File: src/rtl/island_pkg.sv
////////////////////////////////////////////////////////////////////////////
// Shared crossbar definitions: bus widths, port counts, target encoding,
// address map and the request payload carried on every channel
////////////////////////////////////////////////////////////////////////////

package island_pkg;

   localparam int unsigned AddrWidth     = 32;
   localparam int unsigned DataWidth     = 32;
   localparam int unsigned NumInitiators = 2;
   localparam int unsigned NumTargets    = 2;
   localparam int unsigned SrcWidth      = 1;

   typedef logic [AddrWidth-1:0] addr_t;
   typedef logic [DataWidth-1:0] data_t;
   typedef logic [SrcWidth-1:0]  src_t;

   typedef enum logic [0:0] {
      TgtHost    = 1'b0,
      TgtCluster = 1'b1
   } target_e;

   ////////////////////////////////////////////////////////////////////////////
   // Address map
   ////////////////////////////////////////////////////////////////////////////

   // End addresses are exclusive
   localparam addr_t HostBase = 32'h0001_0000;
   localparam addr_t HostEnd  = 32'hA000_0000;
   localparam addr_t ClsBase  = 32'hA100_0000;
   localparam addr_t ClsEnd   = 32'hB000_0000;

   ////////////////////////////////////////////////////////////////////////////
   // Request payload
   ////////////////////////////////////////////////////////////////////////////

   // 66 bits, src is the initiator index
   typedef struct packed {
      addr_t addr;
      data_t data;
      logic  write;
      src_t  src;
   } req_payload_t;

endpackage
File: src/rtl/bus_req_if.sv
////////////////////////////////////////////////////////////////////////////
// Single-beat request channel with valid/ready handshake
////////////////////////////////////////////////////////////////////////////

interface bus_req_if;

   import island_pkg::*;

   logic         valid;
   logic         ready;
   req_payload_t payload;

   // Request source side
   modport initiator (
      output valid,
      output payload,
      input  ready
   );

   // Request sink side
   modport target (
      input  valid,
      input  payload,
      output ready
   );

endinterface

File: src/rtl/island_xbar.sv
////////////////////////////////////////////////////////////////////////////
// Two-by-two request crossbar: tlul and idma initiators to host and
// cluster targets, address decoders and per-target arbiters
////////////////////////////////////////////////////////////////////////////

module island_xbar (
   input  logic                   clk_i,
   input  logic                   rst_n_i,
   // tlul initiator
   input  logic                   tlul_req_valid_i,
   input  island_pkg::addr_t      tlul_req_addr_i,
   input  island_pkg::data_t      tlul_req_data_i,
   input  logic                   tlul_req_write_i,
   output logic                   tlul_req_ready_o,
   output logic                   tlul_decerr_o,
   // idma initiator
   input  logic                   idma_req_valid_i,
   input  island_pkg::addr_t      idma_req_addr_i,
   input  island_pkg::data_t      idma_req_data_i,
   input  logic                   idma_req_write_i,
   output logic                   idma_req_ready_o,
   output logic                   idma_decerr_o,
   // host target
   output logic                   host_req_valid_o,
   output island_pkg::addr_t      host_req_addr_o,
   output island_pkg::data_t      host_req_data_o,
   output logic                   host_req_write_o,
   output island_pkg::src_t       host_req_src_o,
   input  logic                   host_req_ready_i,
   // cluster target
   output logic                   cls_req_valid_o,
   output island_pkg::addr_t      cls_req_addr_o,
   output island_pkg::data_t      cls_req_data_o,
   output logic                   cls_req_write_o,
   output island_pkg::src_t       cls_req_src_o,
   input  logic                   cls_req_ready_i
);

   import island_pkg::*;

   localparam int unsigned IniTlul = 0;
   localparam int unsigned IniIdma = 1;

   logic [NumTargets-1:0]    tlul_tgt_req;
   logic [NumTargets-1:0]    idma_tgt_req;
   logic [NumTargets-1:0]    tlul_gnt;
   logic [NumTargets-1:0]    idma_gnt;
   logic [NumInitiators-1:0] host_req;
   logic [NumInitiators-1:0] cls_req;
   logic [NumInitiators-1:0] host_gnt;
   logic [NumInitiators-1:0] cls_gnt;
   req_payload_t [NumInitiators-1:0] ini_payload;

   bus_req_if tlul_if ();
   bus_req_if idma_if ();
   bus_req_if host_if ();
   bus_req_if cls_if ();

   ////////////////////////////////////////////////////////////////////////////
   // Initiator side
   ////////////////////////////////////////////////////////////////////////////

   assign tlul_if.valid   = tlul_req_valid_i;
   assign tlul_if.payload = '{addr: tlul_req_addr_i, data: tlul_req_data_i,
                              write: tlul_req_write_i, src: src_t'(IniTlul)};
   assign tlul_req_ready_o = tlul_if.ready;

   assign idma_if.valid   = idma_req_valid_i;
   assign idma_if.payload = '{addr: idma_req_addr_i, data: idma_req_data_i,
                              write: idma_req_write_i, src: src_t'(IniIdma)};
   assign idma_req_ready_o = idma_if.ready;

   addr_decoder i_tlul_dec (
      .clk_i     ( clk_i         ),
      .rst_n_i   ( rst_n_i       ),
      .ini       ( tlul_if       ),
      .gnt_i     ( tlul_gnt      ),
      .tgt_req_o ( tlul_tgt_req  ),
      .decerr_o  ( tlul_decerr_o )
   );

   addr_decoder i_idma_dec (
      .clk_i     ( clk_i         ),
      .rst_n_i   ( rst_n_i       ),
      .ini       ( idma_if       ),
      .gnt_i     ( idma_gnt      ),
      .tgt_req_o ( idma_tgt_req  ),
      .decerr_o  ( idma_decerr_o )
   );

   // Transpose requests and grants between initiator and target views
   always_comb begin
      ini_payload[IniTlul]  = tlul_if.payload;
      ini_payload[IniIdma]  = idma_if.payload;
      host_req[IniTlul]     = tlul_tgt_req[TgtHost];
      host_req[IniIdma]     = idma_tgt_req[TgtHost];
      cls_req[IniTlul]      = tlul_tgt_req[TgtCluster];
      cls_req[IniIdma]      = idma_tgt_req[TgtCluster];
      tlul_gnt[TgtHost]     = host_gnt[IniTlul];
      tlul_gnt[TgtCluster]  = cls_gnt[IniTlul];
      idma_gnt[TgtHost]     = host_gnt[IniIdma];
      idma_gnt[TgtCluster]  = cls_gnt[IniIdma];
   end

   ////////////////////////////////////////////////////////////////////////////
   // Target side
   ////////////////////////////////////////////////////////////////////////////

   target_arbiter #(
      .NumIni ( NumInitiators )
   ) i_host_arb (
      .clk_i         ( clk_i       ),
      .rst_n_i       ( rst_n_i     ),
      .req_i         ( host_req    ),
      .ini_payload_i ( ini_payload ),
      .gnt_o         ( host_gnt    ),
      .tgt           ( host_if     )
   );

   target_arbiter #(
      .NumIni ( NumInitiators )
   ) i_cls_arb (
      .clk_i         ( clk_i       ),
      .rst_n_i       ( rst_n_i     ),
      .req_i         ( cls_req     ),
      .ini_payload_i ( ini_payload ),
      .gnt_o         ( cls_gnt     ),
      .tgt           ( cls_if      )
   );

   assign host_req_valid_o = host_if.valid;
   assign host_req_addr_o  = host_if.payload.addr;
   assign host_req_data_o  = host_if.payload.data;
   assign host_req_write_o = host_if.payload.write;
   assign host_req_src_o   = host_if.payload.src;
   assign host_if.ready    = host_req_ready_i;

   assign cls_req_valid_o  = cls_if.valid;
   assign cls_req_addr_o   = cls_if.payload.addr;
   assign cls_req_data_o   = cls_if.payload.data;
   assign cls_req_write_o  = cls_if.payload.write;
   assign cls_req_src_o    = cls_if.payload.src;
   assign cls_if.ready     = cls_req_ready_i;

endmodule

File: src/rtl/target_arbiter.sv
////////////////////////////////////////////////////////////////////////////
// Per-target round-robin arbiter with a one-entry output register
////////////////////////////////////////////////////////////////////////////

module target_arbiter #(
   parameter int unsigned NumIni = 2
) (
   input  logic                                   clk_i,
   input  logic                                   rst_n_i,
   input  logic [NumIni-1:0]                      req_i,
   input  island_pkg::req_payload_t [NumIni-1:0]  ini_payload_i,
   output logic [NumIni-1:0]                      gnt_o,
   bus_req_if.initiator                           tgt
);

   import island_pkg::*;

   localparam int unsigned IdxWidth = (NumIni > 1) ? $clog2(NumIni) : 1;

   logic [IdxWidth-1:0] prio_q;
   logic [IdxWidth-1:0] sel;
   logic                found;
   logic                can_load;
   logic                valid_q;
   req_payload_t        payload_q;

   // Slot is free or drains this cycle
   assign can_load = ~valid_q | tgt.ready;

   // Scan requesters starting at the priority pointer
   always_comb begin
      int unsigned idx;
      sel   = prio_q;
      found = 1'b0;
      for (int unsigned i = 0; i < NumIni; i++) begin
         idx = (int'(prio_q) + i) % NumIni;
         if (!found && req_i[idx]) begin
            found = 1'b1;
            sel   = IdxWidth'(idx);
         end
      end
   end

   always_comb begin
      gnt_o = '0;
      if (can_load && found) begin
         gnt_o[sel] = 1'b1;
      end
   end

   ////////////////////////////////////////////////////////////////////////////
   // Output register
   ////////////////////////////////////////////////////////////////////////////

   always_ff @(posedge clk_i or negedge rst_n_i) begin
      if (!rst_n_i) begin
         prio_q  <= '0;
         valid_q <= 1'b0;
      end else begin
         if (|gnt_o) begin
            valid_q <= 1'b1;
            // Winner drops to lowest priority
            if (sel == IdxWidth'(NumIni - 1)) begin
               prio_q <= '0;
            end else begin
               prio_q <= sel + 1'b1;
            end
         end else if (tgt.ready) begin
            valid_q <= 1'b0;
         end
      end
   end

   always_ff @(posedge clk_i) begin
      if (|gnt_o) begin
         payload_q     <= ini_payload_i[sel];
         payload_q.src <= src_t'(sel);
      end
   end

   assign tgt.valid   = valid_q;
   assign tgt.payload = payload_q;

   ////////////////////////////////////////////////////////////////////////////
   // Assertions
   ////////////////////////////////////////////////////////////////////////////

   a_payload_stable : assert property (
      @(posedge clk_i) disable iff (!rst_n_i)
      (tgt.valid && !tgt.ready) |=> (tgt.valid && $stable(tgt.payload))
   ) else $error("target_arbiter: payload changed while stalled");

   a_gnt_onehot : assert property (
      @(posedge clk_i) disable iff (!rst_n_i)
      $onehot0(gnt_o)
   ) else $error("target_arbiter: more than one grant");

endmodule

File: src/rtl/addr_decoder.sv
////////////////////////////////////////////////////////////////////////////
// Per-initiator address decode: target steering, ready return and
// decode-error pulse for addresses outside both rules
////////////////////////////////////////////////////////////////////////////

module addr_decoder (
   input  logic                              clk_i,
   input  logic                              rst_n_i,
   bus_req_if.target                         ini,
   input  logic [island_pkg::NumTargets-1:0] gnt_i,
   output logic [island_pkg::NumTargets-1:0] tgt_req_o,
   output logic                              decerr_o
);

   import island_pkg::*;

   addr_t addr;
   logic  hit_host;
   logic  hit_cls;
   logic  miss;
   logic  decerr_q;

   assign addr = ini.payload.addr;

   // Rule match
   assign hit_host = (addr >= HostBase) && (addr < HostEnd);
   assign hit_cls  = (addr >= ClsBase) && (addr < ClsEnd);
   assign miss     = ~hit_host & ~hit_cls;

   always_comb begin
      tgt_req_o             = '0;
      tgt_req_o[TgtHost]    = ini.valid & hit_host;
      tgt_req_o[TgtCluster] = ini.valid & hit_cls;
   end

   // Misses are swallowed at once
   assign ini.ready = miss
                    | (hit_host & gnt_i[TgtHost])
                    | (hit_cls & gnt_i[TgtCluster]);

   always_ff @(posedge clk_i or negedge rst_n_i) begin
      if (!rst_n_i) begin
         decerr_q <= 1'b0;
      end else begin
         decerr_q <= ini.valid & miss;
      end
   end

   assign decerr_o = decerr_q;

   ////////////////////////////////////////////////////////////////////////////
   // Assertions
   ////////////////////////////////////////////////////////////////////////////

   a_one_target : assert property (
      @(posedge clk_i) disable iff (!rst_n_i)
      $onehot0(tgt_req_o)
   ) else $error("addr_decoder: request steered to more than one target");

   // Arbiters only grant what this decoder asked for
   a_gnt_requested : assert property (
      @(posedge clk_i) disable iff (!rst_n_i)
      (gnt_i & ~tgt_req_o) == '0
   ) else $error("addr_decoder: grant from a target that was not requested");

endmodule

File: config.mk
export PLATFORM = sky130hd
export DESIGN_NAME = island_xbar
export DESIGN_NICKNAME = d
export VERILOG_FILES = /design/src/rtl/island_pkg.sv /design/src/rtl/bus_req_if.sv /design/src/rtl/island_xbar.sv /design/src/rtl/target_arbiter.sv /design/src/rtl/addr_decoder.sv
export SDC_FILE = /design/constraint.sdc
export NUM_CORES = 1
export LEC_CHECK = 0
export ABC_CLOCK_PERIOD_IN_PS = 7400
export BUFFER_PORTS_ARGS = -buffer_cell sky130_fd_sc_hd__buf_2
export CORE_ASPECT_RATIO = 0.6
export CORE_MARGIN = 10
export CORE_UTILIZATION = 50
export CTS_CLUSTER_DIAMETER = 100
export DETAILED_ROUTE_END_ITERATION = 6
export PLACE_DENSITY = 0.86
export SETUP_SLACK_MARGIN = 0.2
export SLEW_MARGIN = 10
export SYNTH_ARGS = -nofsm -noshare
export SYNTH_HDL_FRONTEND = slang
export SYNTH_SLANG_ARGS = --single-unit
File: constraint.sdc
create_clock -name clk_i -period 7.4 [get_ports clk_i]
set_clock_uncertainty 0.15 [all_clocks]
set_input_delay 0.74 -clock clk_i [delete_from_list [all_inputs] [get_ports clk_i]]
set_output_delay 0.74 -clock clk_i [all_outputs]
set_load 0.05 [all_outputs]
======== Word-level counts from Yosys, hierarchy flattened ========
Index checks and enable logic that the tools add are counted.
storage, ports and cells
  bits of input ports ..................... 136
  flip-flop bits (word level) ............. 138
  logic and storage cells ................. 104
operators by class
  add/subtract/negate cells ............... 4
  reductions and logical operators ........ 16
  muxes and demuxes ....................... 30
  bitwise logic cells ..................... 24
  magnitude comparators ................... 16
operators by type and width
  kind                                                                                    count
  66-bit 2-to-1 mux                                                                       4
  32-bit < comparator (second input constant)                                             4
  32-bit by 17-bit greater-or-equal comparator with 1-bit output (second input constant)  2
  32-bit greater-or-equal comparator (second input constant)                              2
  1-bit 2-to-1 mux                                                                        22
  1-bit bitwise AND                                                                       12
  1-bit by 2-bit < comparator with 1-bit output (second input constant)                   6
  1-bit logical AND                                                                       10
  1-bit inverter                                                                          6
  1-bit OR                                                                                6
  1-bit adder (second input constant)                                                     4
  2-bit 2-to-1 mux                                                                        2
  2-bit nonzero test                                                                      2
  2-bit OR reduction                                                                      2
  1-bit demux with 1-bit select                                                           2
  1-bit greater-or-equal comparator (second input constant)                               2
  1-bit zero test                                                                         2

======== Depth between registers and ports, before layout ========
Gate-level depths: netlist of run 1.
  word-level depth ........................ 17
  mapped depth ............................ 7
  depth with buffers taken out ............ 5

======== By module ========
From an unflattened synthesis of run 1, not the netlist that was laid out.
second synthesis, totals
  cells, all modules ...................... 346
  area, all modules ....................... 6,373.6 µm²
modules (own cells, without submodules)
  module          times used  area each (µm²)  sequential area each (µm²)  cells each
  target_arbiter  2           3,040.4          2,031.9                     155
  addr_decoder    2           142.6            25.0                        17
  island_xbar     1           7.5              0.0                         2

======== Least setup slack after synthesis of run 1 ========
No wires, ideal clock.
  path kind ............................... input to register
  start ................................... in idma_req_addr_i[30]
  end ..................................... reg i_host_arb.payload_q (netlist bit i_host_arb.tgt.payload[0]), enable pin
  cell stages on the path ................. 4
  arrival ................................. 4,595 ps
  data required time ...................... 6,738 ps
  library setup time ...................... 512 ps
  slack ................................... 2,143 ps
  path through ............................ o21ai_0 -> nand2_1 -> or2_2 -> a21oi_1
on the way
  longest elaborated chain between the ends .. 15
  elaborated cells on any way between the ends .. 21
RTL lines
  what                                                                                                                             line                  RTL
  from (decl)                                                                                                                      island_xbar.sv:18     input island_pkg::addr_t idma_req_addr_i,
  32-bit by 17-bit greater-or-equal comparator with 1-bit output / 32-bit < comparator (equally long branches)                     addr_decoder.sv:26    assign hit_host = (addr >= HostBase) && (addr < HostEnd);
  1-bit logical AND *                                                                                                              addr_decoder.sv:26
  1-bit bitwise AND *                                                                                                              addr_decoder.sv:32    tgt_req_o[TgtHost] = ini.valid & hit_host;
  1-bit 2-to-1 mux (not written as such) (2 in a row)                                                                              target_arbiter.sv:37  if (!found && req_i[idx]) begin
  1-bit 2-to-1 mux                                                                                                                 target_arbiter.sv:37
  1-bit zero test                                                                                                                  target_arbiter.sv:37
  1-bit logical AND                                                                                                                target_arbiter.sv:37
  1-bit 2-to-1 mux                                                                                                                 target_arbiter.sv:37
  1-bit by 2-bit < comparator with 1-bit output (not written as such) / 1-bit greater-or-equal comparator (equally long branches)  target_arbiter.sv:47  gnt_o[sel] = 1'b1;
  1-bit logical AND (not written as such)                                                                                          target_arbiter.sv:47
  1-bit 2-to-1 mux (not written as such)                                                                                           target_arbiter.sv:47
  1-bit demux with 1-bit select                                                                                                    n/a
  2-bit 2-to-1 mux *                                                                                                               target_arbiter.sv:46  if (can_load && found) begin
  2-bit OR reduction *                                                                                                             target_arbiter.sv:75  if (|gnt_o) begin
  to (signal assigned)                                                                                                             target_arbiter.sv:76  payload_q <= ini_payload_i[sel];
  to (decl)                                                                                                                        target_arbiter.sv:25  req_payload_t payload_q;
Every way passes the cells marked *; elsewhere a longest branch is shown, timed or not. The select of a mux whose other input is x is not followed.
A chain may end at the register's enable or synchronous reset.

======== Worst setup path in the final report of run 1 ========
  start ................................... in idma_req_addr_i[26]
  end ..................................... reg i_host_arb.payload_q (netlist bit i_host_arb.tgt.payload[3]) (data pin)
on the way
  longest elaborated chain between the ends .. 11
  elaborated cells on any way between the ends .. 14
RTL lines
  what                                                                                                          line
  32-bit by 17-bit greater-or-equal comparator with 1-bit output / 32-bit < comparator (equally long branches)  addr_decoder.sv:26
  1-bit logical AND *                                                                                           addr_decoder.sv:26
  1-bit bitwise AND *                                                                                           addr_decoder.sv:32
  1-bit 2-to-1 mux (not written as such) (2 in a row)                                                           target_arbiter.sv:37
  1-bit 2-to-1 mux                                                                                              target_arbiter.sv:37
  1-bit zero test                                                                                               target_arbiter.sv:37
  1-bit logical AND *                                                                                           target_arbiter.sv:37
  1-bit 2-to-1 mux *                                                                                            target_arbiter.sv:37
  66-bit 2-to-1 mux (not written as such) * (2 in a row)                                                        target_arbiter.sv:76
Marks and branches as above.

==> results of run 1 <==
kinds of logic after synthesis:
family	after synthesis	share of synthesized area, %
adder cells (fa/ha/maj)	1	0.1867
buffers and inverters	17	1.805
AND/OR/NAND/NOR	34	3.381
AO/OA/AOI/OAI	20	2.157
flip-flops	138	68.20
multiplexers	130	24.27
final timing paths:
| check | end | slack [ns] | depth (start not counted) |
|---|---|---|---|
| min reg2reg | i_cls_arb.prio_q$_DFFE_PN0P_ | 0.41 | 1 |
| min | i_cls_arb.prio_q$_DFFE_PN0P_ | 0.41 | 1 |
| max reg2reg | i_host_arb.tgt.payload[3]$_DFFE_PP_ | 4.61 | 3 |
| max in group asynchronous | i_cls_arb.tgt.valid$_DFFE_PN0P_ | 6.40 | 2 |
| min in group asynchronous | i_idma_dec.decerr_o$_DFF_PN0_ | 0.54 | 2 |
| max | i_host_arb.tgt.payload[3]$_DFFE_PP_ | 3.28 | 7 |
timing repair:
| item | CTS | global route |
|---|---|---|
| endpoints found under the hold margin | 1 | 0 |
| hold buffers | 1 | 0 |
| setup buffers | 0 | 0 |
state kept, by name (all words and copies together) (netlist names):
name,flops
i_cls_arb.prio_q,1
i_cls_arb.tgt.payload,66
i_cls_arb.tgt.valid,1
i_host_arb.prio_q,1
i_host_arb.tgt.payload,66
i_host_arb.tgt.valid,1
i_idma_dec.decerr_o,1
i_tlul_dec.decerr_o,1
layout by cell type (no fill, tap or decap), drive strengths merged:
cell and instances:
clkbuf 19, dlygate4sd3 1, clkinvlp 2, a21oi 6, o211ai 1, clkinv 5, maj3 1, inv 6
diode 2, nand3 3, edfxtp 132, o31ai 3, and2 2, nand2 8, nor4b 1, a21o 1
a211oi 3, dfrtp 6, bufinv 3, or4 4, o21bai 1, nor2b 2, o21ai 4, nor2 3
nor4 6, mux2 130, buf 277, o311ai 1, nand4 1, or2 1, or3 1, nand2b 1
and3 1
cell type report:
| type | count | share of cell area [%] |
|---|---|---|
| antenna | 2 | 0.06124 |
| clock buffer | 19 | 5.297 |
| clock inverter | 13 | 2.051 |
| inverter | 3 | 0.1378 |
| multi-input combinational | 185 | 22.46 |
| sequential | 138 | 50.34 |
| tap | 160 | 2.449 |
| timing repair buffer | 278 | 17.21 |
layer usage:
metal	vias to the layer above	share of wire, %
met5	-	0.29
met4	8	0.67
met3	18	12
met2	216	50
met1	2112	38
li1	1923	-
report_power, final:
part,switching [mW],internal [mW]
Sequential,0.0222,0.956
Clock,0.325,0.534
Combinational,0.384,0.221
Total,0.730,1.71
per-stage QoR:
stage               utilization (%)  worst slack, ns  total power [mW]  hold WS [ns]  instance area (µm²)
floorplan                         -            2.143             1.462        0.2944                 6032
global placement              65.37            3.091             1.580        0.3759                 7557
detailed placement            65.37            2.939             1.601        0.3886                 7557
CTS                           70.65            3.362             2.460        0.4069                 8168
global route                  70.67            3.158             2.528        0.4295                 8170
finish                        70.69            3.284             2.442        0.4062                 8173
==> flow_summary.yaml, run 1 <==
sta:
  grt_setup_unrepaired: "no"
  slew_viol_final: 0
  final.setup.tns_ns: 0
  max_clock_freq_mhz: 243.0
  setup_viol: 0
  max_slew_margin_pct: 24.28
  hold_viol_final: 0
  finalCriticalPeriod_ns: 4.116
  fin_crit_sh_pct: 55.62
  max_slew.worst_pin.slew_ns: 1.133
setup_path:
  startpoint_type: "input port"
  startpoint: "idma_req_addr_i[26]"
  timing.critical_path.buf_inv: 2
  slowest_delay_ns: 0.91
  worstPathMaxFanout: 35
  crit_type: "input port to register"
  end_kind: "register"
  crit_chain: "buf_2 > or4_1 > nor4_4 > o211ai_1 > a21oi_4 > buf_4 > mux2_2"
  cp_top_family: "compound AO/OA/AOI/OAI gates"
  cp_slowest_cell: "a21oi_4"
  arrival_ns: 4.11
  reg2reg_from: "i_host_arb.prio_q$_DFFE_PN0P_"
  crit_required_ns: 7.39
detailed_routing:
  via_per_inst: 5.360
  first_pass_iters: 5
  detail_route.wl_per_cell_um: 22.80
  drtAntennaViolNets: 0
  drtIter0Drc: 268
  drt_wl_total_mm: 18.20
  drc: 0
  vias: 4277
global_route:
  antenna_found_initial: 6
  grt.total_usage_pct: 20.42
  top_usage_layer: "met2"
  grt_pass1_vias: 4592
  grt_max_degree: 67
  overflow: 0
  grt_pass1_wl_mm: 27.12
  met3_usage_pct: 9.483
  gr-usage-met1_pct: 23.46
  use_met2_pct: 33.95
yosys:
  ys_seq_area_share_pct: 68.20
  async_reset_ff_share_pct: 4.348
  syn_area_per_cell_um2: 17.74
  netlist.area_leader.share_pct: 65.71
  yosysUniqueCellTypes: 32
  synth_cells: 340
  synthTopCellsByArea: "edfxtp_1 66%, mux2_2 17%, mux2_1 7.3%, dfrtp_1 2.5%, buf_2 0.75%"
  ys_ff_latch: 138
  syn_area_um2: 6032
  yosysTopAreaCell: "edfxtp_1"
  synthTopCellsByCount: "132 x edfxtp_1, 91 x mux2_2, 39 x mux2_1"
  synthesis.nets: 476
  ys.warnings.count: 0
  synth_edf_count: 132
  synth_ff_type: "edfxtp_1"
  yosysMostFrequentCell: "edfxtp_1"
clock_network:
  cts_tree: "yes"
  root_buffer: "clkbuf_16"
  clock_latency_ns: 0.39
  cts_buffers: 17
  cts_num_sinks: 138
  clockBufferDepth: 2
  cts_resized: 0
  path_clk_slew_ns: 0.05
  htree_levels: 4
floorplan:
  dieWidth_um: 161.8
  die_area_um2: 17000
  die_y_um: 105.1
  core_area_um2: 11560
  rows: 30
  start_util_pct: 52.18
  io_pins: 274
cells_and_area:
  seqCellArea_um2: 4114
  multiInputGateArea_um2: 1836
  fin_nets: 759
  nFillCells: 816
  drive_gt1_share_pct: 63.52
  syn_to_final_growth_pct: 35.49
  final_cell_count_no_fill: 798
place:
  hpwl_mm: 13.97
  routabilityCongestion: 0.8620
  place_inst: 763
  port_buffers: 273
min_path:
  hold_path_class: "register to register"
  min-delay-start: "i_cls_arb.prio_q$_DFFE_PN0P_"
pwr:
  leakagePower_nw: 3.335
  vdd_drop_max_mv: 0.1798
  p_per_area_nw_per_um2: 298.8
job:
  maxCapViolCount: 0
status:
  status: "complete, no violations"
No activity file was read; power rests on OpenSTA's default activity.
==> inputs of run 2 (changes only) <==
--- a/config.mk
+++ b/config.mk
@@ -5,14 +5,14 @@
 export SDC_FILE = /design/constraint.sdc
 export NUM_CORES = 1
 export LEC_CHECK = 0
-export ABC_CLOCK_PERIOD_IN_PS = 7400
+export ABC_CLOCK_PERIOD_IN_PS = 4050
 export BUFFER_PORTS_ARGS = -buffer_cell sky130_fd_sc_hd__buf_2
 export CORE_ASPECT_RATIO = 0.6
 export CORE_MARGIN = 10
-export CORE_UTILIZATION = 50
+export CORE_UTILIZATION = 47
 export CTS_CLUSTER_DIAMETER = 100
 export DETAILED_ROUTE_END_ITERATION = 6
-export PLACE_DENSITY = 0.86
+export PLACE_DENSITY = 0.82
 export SETUP_SLACK_MARGIN = 0.2
 export SLEW_MARGIN = 10
 export SYNTH_ARGS = -nofsm -noshare
==> constraint.sdc (replaced) <==
create_clock -name clk_i -period 4.05 [get_ports clk_i]
set_clock_uncertainty 0.15 [all_clocks]
set_input_delay 0.405 -clock clk_i [delete_from_list [all_inputs] [get_ports clk_i]]
set_output_delay 0.405 -clock clk_i [all_outputs]
set_load 0.05 [all_outputs]
==> flow_summary.yaml, run 2 (synthesis gave the netlist of run 1 again) <==
place:
  hpwl_mm: 14.23
  routabilityCongestion: 0.8483
  place_inst: 781
  port_buffers: 273
  place_area_um2: 7699
  dp_slack_ns: 0.7085
sta:
  max_slew_margin_pct: 37.49
  slew_viol_final: 0
  setup_viol: 0
  max_clock_freq_mhz: 310.8
  grt_setup_unrepaired: "no"
  final.setup.tns_ns: 0
  fin_crit_sh_pct: 79.44
  max_slew.worst_pin.slew_ns: 0.9377
  setup_ws_ns: 0.8328
  hold_viol_final: 0
  whs_ns: 0.08886
  finalCriticalPeriod_ns: 3.217
global_route:
  grt.total_usage_pct: 19.80
  grt_max_degree: 67
  grt_pass1_vias: 4605
  overflow: 0
  grt_pass1_wl_mm: 27.61
  antenna_found_initial: 1
clock_network:
  cts_num_sinks: 138
  path_clk_slew_ns: 0.06
  cts_buffers: 17
  clock_latency_ns: 0.39
  cts_setup_buffers: 0
  htree_levels: 4
  cts_tree: "yes"
  clockBufferDepth: 2
  root_buffer: "clkbuf_16"
cells_and_area:
  drive_gt1_share_pct: 64.04
  syn_to_final_growth_pct: 38.25
  insertedDiodeCount: 0
  layout_common_cells: "273 x buf_2, 132 x edfxtp_1, 91 x mux2_2, 39 x mux2_1, 17 x clkbuf_16"
  utilization_pct: 67.82
  mostFrequentLayoutCell: "buf_2"
  fin_nets: 772
  final_cell_count_no_fill: 813
  fin_area_um2: 8339
floorplan:
  dieWidth_um: 166.3
  start_util_pct: 49.06
  rows: 31
  die_y_um: 107.8
  die_area_um2: 17910
  io_pins: 274
  core_area_um2: 12300
setup_path:
  crit_required_ns: 3.49
  arrival_ns: 2.66
  r2r-end: "i_cls_arb.tgt.payload[21]$_DFFE_PP_"
  crit_type: "input port to output pin"
  crit_chain: "buf_2 > nor4_1 > nand4_1 > nand2_1 > nor2_1 > o311ai_0 > buf_2"
  cp_slowest_cell: "nor4_1"
  cp_num_cells: 7
  startpoint: "tlul_req_addr_i[24]"
  rr_worst_depth: 3
  rrSetupSlack_ns: 1.96
  startpoint_type: "input port"
  timing.critical_path.buf_inv: 2
  slowest_delay_ns: 0.63
  worstPathMaxFanout: 5
  cp_top_family: "simple AND/OR/NAND/NOR gates"
  reg2reg_from: "i_cls_arb.prio_q$_DFFE_PN0P_"
  critical_path.endpoint: "idma_req_ready_o"
  end_kind: "output pin"
  crit_path_frequent_cell: "buf_2"
min_path:
  hold_path_class: "input port to register"
detailed_routing:
  dr.max_layer_used: "met4"
  drt_wl_total_mm: 18.27
  detail_route.wl_per_cell_um: 22.47
  routedLengthMet1_mm: 7.021
  drtAntennaViolNets: 0
  drc: 0
  vias: 4287
  first_pass_iters: 4
  drtIter0Drc: 231
  dr_wl_met2_mm: 8.851
  wl_met3_mm: 2.280
  via_per_inst: 5.273
job:
  maxCapViolCount: 0
pwr:
  leakagePower_nw: 3.427
  vdd_drop_max_mv: 0.2665
  p_total_mw: 4.628
  p_per_area_nw_per_um2: 554.9
status:
  status: "complete, no violations"
run 2: changes by cell type in the layout (fill, tap and decap cells not counted), sizes merged:
cell / before / now
buf: 277 / 290
bufinv: 3 / 5
diode: 2 / 0
inv: 6 / 4
clkinvlp: 2 / 1
run 2: worst min path at each step:
stage                      from                             to  slack (ns)  cells after the start
2_1_floorplan           rst_n_i   i_cls_arb.prio_q$_DFFE_PN0P_       -0.04                      0
3_3_place_gp            rst_n_i  i_idma_dec.decerr_o$_DFF_PN0_        0.09                      1
3_5_place_dp            rst_n_i  i_tlul_dec.decerr_o$_DFF_PN0_        0.09                      1
4_1_cts        tlul_req_valid_i  i_tlul_dec.decerr_o$_DFF_PN0_        0.07                      2
5_1_grt        tlul_req_valid_i  i_tlul_dec.decerr_o$_DFF_PN0_        0.09                      2
6_report       tlul_req_valid_i  i_tlul_dec.decerr_o$_DFF_PN0_        0.09                      2
run 2: layer usage:
layer | vias up | track usage [%]
met2 | 257 | 32.49
met3 | 14 | 10.50
met1 | 2070 | 22.96
met5 | - | 0
li1 | 1946 | -
met4 | 0 | 3.745
run 2: where the power goes:
part           switching, mW  internal (mW)
clock network          0.575           1.09
registers             0.0383           1.75
logic                  0.718          0.460
run 2: worst register-to-register path, stage by stage, from the launching register on:
cell,delay (ns)
dfrtp_1,0.41
maj3_2,0.61
buf_12,0.28
mux2_2,0.40
run 2: repair_timing:
action                     4_1_cts  5_1_grt
resized for setup                0        0
setup endpoints to repair        0        0
hold endpoints to repair         6        0
hold buffers                     1        0
run 2: cell type report:
class	count	area [µm²]
clock buffer	19	432.9
clock inverter	12	197.7
fill	860	3956
inverter	3	11.26
multi-input combinational	185	1836
sequential	138	4114
tap	165	206.4
timing repair buffer	291	1541
==> inputs of run 3 (changes only) <==
--- a/config.mk
+++ b/config.mk
@@ -5,7 +5,7 @@
 export SDC_FILE = /design/constraint.sdc
 export NUM_CORES = 1
 export LEC_CHECK = 0
-export ABC_CLOCK_PERIOD_IN_PS = 4050
+export ABC_CLOCK_PERIOD_IN_PS = 3100
 export BUFFER_PORTS_ARGS = -buffer_cell sky130_fd_sc_hd__buf_2
 export CORE_ASPECT_RATIO = 0.6
 export CORE_MARGIN = 10
==> constraint.sdc (replaced) <==
create_clock -name clk_i -period 3.1 [get_ports clk_i]
set_clock_uncertainty 0.15 [all_clocks]
set_input_delay 0.31 -clock clk_i [delete_from_list [all_inputs] [get_ports clk_i]]
set_output_delay 0.31 -clock clk_i [all_outputs]
set_load 0.05 [all_outputs]
==> flow_summary.yaml, run 3 (synthesis gave the netlist of run 1 again) <==
global_route:
  grt.total_usage_pct: 19.08
  grt_pass1_wl_mm: 26.79
  grt_pass1_vias: 4650
  antenna_found_initial: 0
  overflow: 0
  grt_max_degree: 51
cells_and_area:
  drive_gt1_share_pct: 63.71
  syn_to_final_growth_pct: 37.13
  final_cell_count_no_fill: 808
  layout_common_cells: "273 x buf_2, 132 x edfxtp_1, 91 x mux2_2, 39 x mux2_1, 17 x clkbuf_16"
  nFillCells: 881
  fin_nets: 765
  mostFrequentLayoutCell: "buf_2"
floorplan:
  die_y_um: 107.8
  start_util_pct: 49.06
  core_area_um2: 12300
  dieWidth_um: 166.3
  die_area_um2: 17910
  rows: 31
  io_pins: 274
sta:
  final.setup.tns_ns: 0
  max_clock_freq_mhz: 379.4
  setup_ws_ns: 0.4645
  setup_viol: 0
  grt_setup_unrepaired: "no"
  max_slew.worst_pin.slew_ns: 0.7092
  slew_viol_final: 0
  hold_viol_final: 0
  fin_crit_sh_pct: 85.02
  max_slew_margin_pct: 52.61
  finalCriticalPeriod_ns: 2.635
pwr:
  leakagePower_nw: 3.371
  p_total_mw: 5.784
  p_per_area_nw_per_um2: 699.2
  vdd_drop_max_mv: 0.4754
place:
  routabilityCongestion: 0.8828
  hpwl_mm: 13.75
  place_inst: 773
  port_buffers: 273
  dp_slack_ns: 0.1755
setup_path:
  rr_worst_depth: 3
  worstPathMaxFanout: 4
  startpoint_type: "input port"
  reg2reg_from: "i_host_arb.tgt.valid$_DFFE_PN0P_"
  crit_type: "input port to output pin"
  crit_required_ns: 2.64
  arrival_ns: 2.18
  end_kind: "output pin"
  startpoint: "idma_req_addr_i[26]"
  rrSetupSlack_ns: 1.05
min_path:
  min-delay-start: "idma_req_valid_i"
  hold_path_class: "input port to register"
  hold_depth: 2
detailed_routing:
  drtAntennaViolNets: 0
  first_pass_iters: 6
  drt_wl_total_mm: 17.90
  drc: 0
  vias: 4244
  drtIter0Drc: 316
  detail_route.wl_per_cell_um: 22.16
  via_per_inst: 5.252
status:
  status: "complete, no violations"
clock_network:
  path_clk_slew_ns: 0.06
  cts_buffers: 17
  root_buffer: "clkbuf_16"
  cts_tree: "yes"
  clockBufferDepth: 2
  clock_latency_ns: 0.40
  cts_num_sinks: 138
  htree_levels: 4
job:
  maxCapViolCount: 0
==> run 3: cell types whose count changed in the layout (fill, tap and decap cells not counted), moves of 2 or more <==
cell | previous run | this run
clkinvlp_4 | 1 | 3
inv_6 | 1 | 3
buf_4 | 14 | 4
bufinv_16 | 5 | 2
buf_12 | 3 | 5
==> run 3: routing by layer <==
| layer | wire length (µm) | GRT usage (%) |
|---|---|---|
| met2 | 8690 | 31.32 |
| met4 | 123 | 5.056 |
| met1 | 7005 | 21.76 |
| met3 | 2084 | 9.847 |
| met5 | 0 | 0 |
==> run 3: final timing paths <==
path | to
max reg2reg | i_host_arb.tgt.payload[34]$_DFFE_PP_
max | tlul_req_ready_o
min in group asynchronous | i_host_arb.tgt.valid$_DFFE_PN0P_
min | i_idma_dec.decerr_o$_DFF_PN0_
min reg2reg | i_cls_arb.tgt.valid$_DFFE_PN0P_
max in group asynchronous | i_cls_arb.prio_q$_DFFE_PN0P_
==> run 3: power breakdown <==
group / internal [mW] / leakage [nW] / switching (mW) / total [mW]
sequential: 2.28 / 1.30 / 0.0490 / 2.33
clock: 1.19 / 0.272 / 0.770 / 1.96
combinational: 0.569 / 1.79 / 0.922 / 1.49
total: 4.04 / 3.37 / 1.74 / 5.78
==> run 3: layout make-up <==
type / count / area [µm²] / share of cell area [%]
Inverter: 3 / 11.26 / 0.1361
Antenna cell: 1 / 2.502 / 0.03025
Timing Repair Buffer: 284 / 1516 / 18.33
Sequential cell: 138 / 4114 / 49.74
Multi-Input combinational cell: 185 / 1844 / 22.30
Tap cell: 165 / 206.4 / 2.496
Clock inverter: 13 / 143.9 / 1.740
Clock buffer: 19 / 432.9 / 5.234
==> run 3: metrics by stage <==
| step | hold WS, ns | area [µm²] | util [%] |
|---|---|---|---|
| after global routing | 0.04638 | 8269 | 67.25 |
| final | 0.04464 | 8272 | 67.27 |
| after global placement | -0.003333 | 7666 | 62.35 |
| after CTS | 0.01691 | 8263 | 67.20 |
| after floorplan | -0.1356 | 6051 | - |
| after detailed placement | -0.001503 | 7666 | 62.35 |
==> run 3: worst max-delay path, stage by stage <==
cell and delay [ns]:
buf_2 0.11, or4_1 0.64, nor4_4 0.38, nor2_1 0.09, a211oi_1 0.24, or3_1 0.15, buf_2 0.26
==> run 3: timing repair <==
action                                  in CTS  in global routing
hold endpoints to repair                     7                  0
resized for setup                            0                  1
endpoints found under the setup margin       0                  1
hold buffers                                 2                  0
setup buffers                                0                  0
